--- config.mk ---
export PLATFORM = sky130hd
export DESIGN_NAME = mem_stage
export DESIGN_NICKNAME = d
export VERILOG_FILES = /design/src/logic/mem_stage_pkg.sv /design/src/logic/access_issue.sv /design/src/logic/load_align.sv /design/src/logic/load_tracker.sv /design/src/logic/mem_stage.sv
export SDC_FILE = /design/constraint.sdc
export NUM_CORES = 1
export LEC_CHECK = 0
export BUFFER_PORTS_ARGS = -buffer_cell sky130_fd_sc_hd__buf_2
export CAP_MARGIN = 40
export CORE_MARGIN = 3
export CORE_UTILIZATION = 50
export CTS_CLUSTER_DIAMETER = 30
export DETAILED_ROUTE_END_ITERATION = 12
export PLACE_DENSITY = 0.78
export SYNTH_ARGS = -nofsm -noshare
export SYNTH_HDL_FRONTEND = slang
export SYNTH_HIERARCHICAL = 1
export SYNTH_SLANG_ARGS = --single-unit
--- constraint.sdc ---
create_clock -name clk -period 4.3 [get_ports clk]
set_clock_uncertainty 0.1 [all_clocks]
set_input_delay 0.86 -clock clk [delete_from_list [all_inputs] [get_ports clk]]
set_output_delay 0.86 -clock clk [all_outputs]
set_load 0.05 [all_outputs]
--- src/logic/mem_stage_pkg.sv ---
`default_nettype none

package mem_stage_pkg;

  localparam int XLEN = 64;
  localparam int ADDR_W = 64;
  localparam int REGNO_W = 5;
  localparam int LANE_W = 3;
  localparam int LANES = 8;

  typedef logic [XLEN-1:0] xlen_t;
  typedef logic [ADDR_W-1:0] addr_t;
  typedef logic [REGNO_W-1:0] regno_t;
  typedef logic [LANE_W-1:0] lane_t; // Byte offset in a doubleword
  typedef logic [LANES-1:0] byte_mask_t;

  typedef enum logic [3:0] {
    op_none,
    op_lb,
    op_lbu,
    op_lh,
    op_lhu,
    op_lw,
    op_lwu,
    op_ld,
    op_sb,
    op_sh,
    op_sw,
    op_sd
  } mem_op_e;

  // Command from execute
  typedef struct packed {
    mem_op_e op;
    addr_t   addr;       // ALU result
    xlen_t   store_data; // rs2 value
    regno_t  rd;
  } mem_cmd_t;

  typedef struct packed {
    addr_t      addr; // Doubleword aligned
    logic       write;
    byte_mask_t wmask;
    xlen_t      wdata;
  } mem_req_t;

  typedef struct packed {
    mem_op_e op;
    lane_t   lane;
    regno_t  rd;
  } load_ctx_t;

  typedef struct packed {
    regno_t rd;
    xlen_t  data;
  } wb_t;

endpackage

`default_nettype wire

--- src/logic/access_issue.sv ---
`default_nettype none

module access_issue
  import mem_stage_pkg::*;
(
  input  wire logic      clk,
  input  wire logic      reset,
  input  wire logic      cmd_valid,
  input  wire mem_cmd_t  cmd,
  output logic           req_valid,
  output mem_req_t       req,
  output logic           push_valid,
  output load_ctx_t      push_ctx
);

  logic       is_load;
  logic       is_store;
  logic [1:0] size_log2; // 0 byte, 1 half, 2 word, 3 double
  lane_t      lane;
  byte_mask_t size_mask;
  xlen_t      trimmed_data;

  always_comb begin
    is_load = 1'b0;
    is_store = 1'b0;
    size_log2 = 2'd0;
    case (cmd.op)
      op_lb, op_lbu: begin
        is_load = 1'b1;
      end
      op_lh, op_lhu: begin
        is_load = 1'b1;
        size_log2 = 2'd1;
      end
      op_lw, op_lwu: begin
        is_load = 1'b1;
        size_log2 = 2'd2;
      end
      op_ld: begin
        is_load = 1'b1;
        size_log2 = 2'd3;
      end
      op_sb: is_store = 1'b1;
      op_sh: begin
        is_store = 1'b1;
        size_log2 = 2'd1;
      end
      op_sw: begin
        is_store = 1'b1;
        size_log2 = 2'd2;
      end
      op_sd: begin
        is_store = 1'b1;
        size_log2 = 2'd3;
      end
      default: ;
    endcase
  end

  // Natural alignment, low offset bits dropped
  always_comb begin
    case (size_log2)
      2'd0: begin
        lane = cmd.addr[2:0];
        size_mask = 8'h01;
        trimmed_data = {56'd0, cmd.store_data[7:0]};
      end
      2'd1: begin
        lane = {cmd.addr[2:1], 1'b0};
        size_mask = 8'h03;
        trimmed_data = {48'd0, cmd.store_data[15:0]};
      end
      2'd2: begin
        lane = {cmd.addr[2], 2'b00};
        size_mask = 8'h0f;
        trimmed_data = {32'd0, cmd.store_data[31:0]};
      end
      default: begin
        lane = 3'b000;
        size_mask = 8'hff;
        trimmed_data = cmd.store_data;
      end
    endcase
  end

  always_ff @(posedge clk) begin
    if (reset) begin
      req_valid <= 1'b0;
      push_valid <= 1'b0;
    end else begin
      req_valid <= cmd_valid && (is_load || is_store);
      push_valid <= cmd_valid && is_load;
    end
  end

  always_ff @(posedge clk) begin
    if (cmd_valid) begin
      req.addr <= {cmd.addr[ADDR_W-1:3], 3'b000};
      req.write <= is_store;
      req.wmask <= is_store ? byte_mask_t'(size_mask << lane) : '0;
      req.wdata <= is_store ? xlen_t'(trimmed_data << {lane, 3'b000}) : '0;
      push_ctx.op <= cmd.op;
      push_ctx.lane <= lane;
      push_ctx.rd <= cmd.rd;
    end
  end

endmodule

`default_nettype wire

--- src/logic/load_align.sv ---
`default_nettype none

module load_align
  import mem_stage_pkg::*;
(
  input  wire logic      clk,
  input  wire logic      reset,
  input  wire logic      align_valid,
  input  wire load_ctx_t align_ctx,
  input  wire xlen_t     align_data,
  output logic           wb_valid,
  output wb_t            wb
);

  logic [7:0]  byte_sel;
  logic [15:0] half_sel;
  logic [31:0] word_sel;
  xlen_t       value;

  // Lane bits below the access size are ignored
  assign byte_sel = align_data[{align_ctx.lane, 3'b000} +: 8];
  assign half_sel = align_data[{align_ctx.lane[2:1], 4'b0000} +: 16];
  assign word_sel = align_data[{align_ctx.lane[2], 5'b00000} +: 32];

  always_comb begin
    case (align_ctx.op)
      op_lb:   value = {{56{byte_sel[7]}}, byte_sel};
      op_lbu:  value = {56'd0, byte_sel};
      op_lh:   value = {{48{half_sel[15]}}, half_sel};
      op_lhu:  value = {48'd0, half_sel};
      op_lw:   value = {{32{word_sel[31]}}, word_sel};
      op_lwu:  value = {32'd0, word_sel};
      default: value = align_data; // ld
    endcase
  end

  always_ff @(posedge clk) begin
    if (reset) begin
      wb_valid <= 1'b0;
    end else begin
      wb_valid <= align_valid;
    end
  end

  always_ff @(posedge clk) begin
    if (align_valid) begin
      wb.rd <= align_ctx.rd;
      wb.data <= value;
    end
  end

endmodule

`default_nettype wire

--- src/logic/load_tracker.sv ---
`default_nettype none

module load_tracker
  import mem_stage_pkg::*;
#(
  parameter int PENDING_DEPTH = 4
) (
  input  wire logic      clk,
  input  wire logic      reset,
  input  wire logic      push_valid,
  input  wire load_ctx_t push_ctx,
  input  wire logic      flush,
  input  wire logic      resp_valid,
  input  wire xlen_t     resp_data,
  output logic           align_valid,
  output load_ctx_t      align_ctx,
  output xlen_t          align_data
);

  localparam int PTR_W = $clog2(PENDING_DEPTH);
  localparam int CNT_W = PTR_W + 1;

  load_ctx_t        ctx_mem [PENDING_DEPTH];
  logic [PTR_W-1:0] wr_ptr;
  logic [PTR_W-1:0] rd_ptr;
  logic [CNT_W-1:0] count;
  logic [CNT_W-1:0] discard; // Flushed loads still owed a response
  logic             pop;

  assign pop = resp_valid && !flush && (discard == '0);

  assign align_valid = pop;
  assign align_ctx = ctx_mem[rd_ptr];
  assign align_data = resp_data;

  always_ff @(posedge clk) begin
    if (push_valid) begin
      ctx_mem[wr_ptr] <= push_ctx;
    end
  end

  always_ff @(posedge clk) begin
    if (reset) begin
      wr_ptr <= '0;
      rd_ptr <= '0;
      count <= '0;
      discard <= '0;
    end else if (flush) begin
      // Same-cycle push and response belong to the flushed set
      wr_ptr <= '0;
      rd_ptr <= '0;
      count <= '0;
      discard <= discard + count + CNT_W'(push_valid) - CNT_W'(resp_valid);
    end else begin
      if (push_valid) begin
        wr_ptr <= wr_ptr + 1'b1;
      end
      if (pop) begin
        rd_ptr <= rd_ptr + 1'b1;
      end
      count <= count + CNT_W'(push_valid) - CNT_W'(pop);
      if (resp_valid && discard != '0) begin
        discard <= discard - 1'b1;
      end
    end
  end

endmodule

`default_nettype wire

--- src/logic/mem_stage.sv ---
`default_nettype none

module mem_stage
  import mem_stage_pkg::*;
#(
  parameter int PENDING_DEPTH = 4
) (
  input  wire logic     clk,
  input  wire logic     reset,
  input  wire logic     cmd_valid,
  input  wire mem_cmd_t cmd,
  input  wire logic     flush,
  output logic          req_valid,
  output mem_req_t      req,
  input  wire logic     resp_valid,
  input  wire xlen_t    resp_data,
  output logic          wb_valid,
  output wb_t           wb
);

  logic      push_valid;
  load_ctx_t push_ctx;
  logic      align_valid;
  load_ctx_t align_ctx;
  xlen_t     align_data;

  access_issue u_issue (
    .clk        (clk),
    .reset      (reset),
    .cmd_valid  (cmd_valid),
    .cmd        (cmd),
    .req_valid  (req_valid),
    .req        (req),
    .push_valid (push_valid),
    .push_ctx   (push_ctx)
  );

  load_tracker #(
    .PENDING_DEPTH (PENDING_DEPTH)
  ) u_tracker (
    .clk         (clk),
    .reset       (reset),
    .push_valid  (push_valid),
    .push_ctx    (push_ctx),
    .flush       (flush),
    .resp_valid  (resp_valid),
    .resp_data   (resp_data),
    .align_valid (align_valid),
    .align_ctx   (align_ctx),
    .align_data  (align_data)
  );

  load_align u_align (
    .clk         (clk),
    .reset       (reset),
    .align_valid (align_valid),
    .align_ctx   (align_ctx),
    .align_data  (align_data),
    .wb_valid    (wb_valid),
    .wb          (wb)
  );

endmodule

`default_nettype wire

==> impl_metrics.json <==
{
  "run_status": "finished, final reports clean",
  "synthDistinctLibCells": 77,
  "max_slew_margin_pct": 46.1,
  "place.port_buffers": 410,
  "timing.critical_path.slowest_cell_delay_ns": 0.61,
  "final.setup.tns_ns": 0,
  "die_area_sq_um": 27700,
  "yosys_reg_bits": 278,
  "detail_route.vias_per_cell": 5.80,
  "globalRoute.totalOverflow": 0,
  "detailedRoute.firstPassIterationCount": 7,
  "worst_skew_pair.late_latency_ns": 0.55,
  "post_cts.resized_instances": 0,
  "die_y_extent_um": 166,
  "drt_iter0_drc": 966,
  "clkSlewWorstSetupHoldPaths_ns": 0.06,
  "core-area_sq_um": 25300,
  "htree_levels": 2,
  "cts_setup_buffers": 0,
  "post_route_cells_drive_above_1_share_pct": 43.2,
  "grt_start_max_net_pins": 82,
  "crit_chain": "buf_4 > mux4_2 > inv_1 > mux2i_1 > a31oi_1 > o21ai_2 > buf_4 > a21o_1",
  "timing.hold.worst.class": "in2reg",
  "yosys_most_used_dff": "sky130_fd_sc_hd__edfxtp_1",
  "cp_common_cell": "sky130_fd_sc_hd__buf_4",
  "initial_utilization_pct": 51.0,
  "grt_pass1_vias": 9437,
  "via_count": 9405,
  "crit_path_start_kind": "flop",
  "maxSlewViolCount": 0,
  "synthesis.instances": 869,
  "layout_min_cycle_time_ns": 3.40,
  "synth_top_cell_area_share_pct": 61.4,
  "wl_per_cell_um": 23.2,
  "netlist_top_cells_area": "sky130_fd_sc_hd__edfxtp_1, sky130_fd_sc_hd__buf_4, sky130_fd_sc_hd__mux2i_1, sky130_fd_sc_hd__mux4_2, sky130_fd_sc_hd__dfxtp_1",
  "yosys_warnings": 6,
  "crit_path_end_kind": "flop",
  "holdBufCountCts": 0,
  "clk_path_buf_depth": 3,
  "max_cap_viol_count": 0,
  "finish.cell_count_without_fillers": 1622,
  "unrepaired_setup_endpoints_after_global_routing": "false",
  "setup_viol": 0,
  "timing.critical_path.required_ns": 4.61,
  "cts_inserted_buffers": 55,
  "synth_edf_count": 263,
  "nNetsFinal": 1461,
  "die-width_um": 166,
  "io_pins": 414,
  "critPathTopFamily": "buffers and inverters",
  "timing.fmax_mhz": 294,
  "drc_errors": 0,
  "average_footprint_of_a_synthesized_cell_sq_um": 14.8,
  "finalHoldViolCount": 0,
  "worstPathBufferInverterCount": 3,
  "utilization_pct": 65.3,
  "cts_root_buffer": "sky130_fd_sc_hd__clkbuf_16",
  "grt_pass1_wl_um": 56000,
  "critical_path.max_fanout": 24,
  "place_inst": 1515,
  "hpwlAfterDp_um": 26900,
  "critPathKind": "reg2reg",
  "antenna_violations_before_repair": 8,
  "yosysTopAreaCell": "sky130_fd_sc_hd__edfxtp_1",
  "final.period_utilization_pct": 79.1,
  "routed_wl_um": 37700,
  "floorplan.rows": 58,
  "seq_area_frac_synth_pct": 63.7,
  "cellLeakagePower_nw": 6.82,
  "synthToLayoutAreaGrowth_pct": 28.1,
  "ys_async_sr_fraction_pct": 0,
  "grt_use_total_pct": 26.0,
  "tritoncts_clock_tree": "yes",
  "clock_sink_count": 278,
  "power.ir.vdd_worst_v": 0.000396,
  "slowest_stage_cell_on_the_critical_path": "sky130_fd_sc_hd__dfxtp_1",
  "layout_common_cells": "sky130_fd_sc_hd__buf_2, sky130_fd_sc_hd__edfxtp_1, sky130_fd_sc_hd__clkbuf_16",
  "cell_area_after_technology_mapping_sq_um": 12900,
  "arrival_ns": 3.72,
  "final_replace_weighted_congestion": 0.893,
  "layout_commonest_cell": "sky130_fd_sc_hd__buf_2",
  "worst-slew-pin-transition_ns": 0.806,
  "antenna_left": 0,
  "powerDensity_nw_per_um2": 527
}
-- Yosys cell counts (3+ instances only) --
| cell | number |
|---|---|
| sky130_fd_sc_hd__edfxtp_1 | 263 |
| sky130_fd_sc_hd__buf_4 | 76 |
| sky130_fd_sc_hd__nor2_1 | 51 |
| sky130_fd_sc_hd__mux2i_1 | 43 |
| sky130_fd_sc_hd__nand2_1 | 43 |
| sky130_fd_sc_hd__a21o_1 | 33 |
| sky130_fd_sc_hd__inv_1 | 25 |
| sky130_fd_sc_hd__mux4_2 | 17 |
| sky130_fd_sc_hd__o22a_1 | 17 |
| sky130_fd_sc_hd__a22o_1 | 16 |
| sky130_fd_sc_hd__a22oi_1 | 16 |
| sky130_fd_sc_hd__dfxtp_1 | 15 |
| sky130_fd_sc_hd__nand3_1 | 15 |
| sky130_fd_sc_hd__and2_1 | 14 |
| sky130_fd_sc_hd__o21ai_0 | 14 |
| sky130_fd_sc_hd__o22ai_1 | 14 |
| sky130_fd_sc_hd__a21oi_1 | 12 |
| sky130_fd_sc_hd__buf_6 | 12 |
| sky130_fd_sc_hd__buf_2 | 10 |
| sky130_fd_sc_hd__ha_1 | 10 |
| sky130_fd_sc_hd__mux4_1 | 10 |
| sky130_fd_sc_hd__a221oi_1 | 9 |
| sky130_fd_sc_hd__nand2b_1 | 9 |
| sky130_fd_sc_hd__a2bb2oi_1 | 8 |
| sky130_fd_sc_hd__clkbuf_1 | 8 |
| sky130_fd_sc_hd__o2bb2ai_1 | 8 |
| sky130_fd_sc_hd__a31oi_1 | 7 |
| sky130_fd_sc_hd__o21bai_1 | 7 |
| sky130_fd_sc_hd__o221ai_1 | 7 |
| sky130_fd_sc_hd__nor2b_1 | 6 |
| sky130_fd_sc_hd__o21a_1 | 6 |
| sky130_fd_sc_hd__xnor2_1 | 6 |
| sky130_fd_sc_hd__a32o_1 | 3 |
| sky130_fd_sc_hd__and3_1 | 3 |
| sky130_fd_sc_hd__fa_1 | 3 |
| sky130_fd_sc_hd__mux2_2 | 3 |
| sky130_fd_sc_hd__nor3_1 | 3 |
| sky130_fd_sc_hd__o21ai_1 | 3 |
-- through the flow --
step	instance area (sq um)	worst slack [ns]	hold slack, ns	power (W)
finish	16500	0.898	0.381	0.00869
global route	16500	0.665	0.364	0.00895
CTS	16500	0.874	0.358	0.00874
detailed placement	14700	0.916	0.380	0.00461
global placement	14600	0.965	0.364	0.00458
floorplan	12900	0.305	0.353	0.00424
-- sequential cells by signal, summed over array words and instances (netlist names), named ones only --
signal,count
u_issue/req,134
u_align/wb,69
u_tracker/ctx_mem,48
u_issue/push_ctx,12
u_tracker/count,3
u_tracker/discard,3
u_tracker/rd_ptr,2
u_tracker/wr_ptr,2
u_align/wb_valid,1
u_issue/push_valid,1
u_issue/req_valid,1
-- path summary, 6_finish.rpt --
kind / startpoint / to / slack [ns] / cells after the start
hold reg to reg: u_tracker/rd_ptr[0] / u_tracker/rd_ptr[0] / 0.39 / 2
setup reg to reg: flop / u_align/wb[34] / 0.90 / 8
setup / recovery: flop / u_align/wb[34] / 0.90 / 8
hold / removal: cmd[3] / u_issue/push_ctx[3] / 0.38 / 1
-- where the power goes --
part | switching (W) | internal, W
Combinational | 0.000966 | 0.000369
Clock | 0.00148 | 0.00263
Sequential | 0.0000624 | 0.00318
-- cell families (layout without fill, tap and decap cells) --
family,Yosys count,count (layout),synth area share (%)
buf+inv,136,554,7.18
fa+ha+maj,15,15,1.60
flops,278,278,63.7
simple gates,161,161,6.39
mux,73,73,8.62
other cells,1,6,0.0291
xor+xnor,8,8,0.603
compound gates,197,197,11.9
-- metal layers --
metal	track usage, %	vias to the layer above	part of all wire (%)
met3	7.48	115	9.9
met4	10.8	10	4.4
met5	0	-	0.17
met1	29.9	4548	35
met2	45.9	645	51
li1	-	4087	-
-- layout make-up --
type / instances / area, sq um
clock buffer: 63 / 1410
inverter: 26 / 97.6
sequential: 278 / 8200
tap: 330 / 413
clock inverter: 41 / 412
multi-input combinational: 457 / 3760
timing repair buffer: 424 / 2200
antenna: 3 / 7.51
fill: 1866 / 8760
Note: power is estimated with default switching activity, not from simulation.
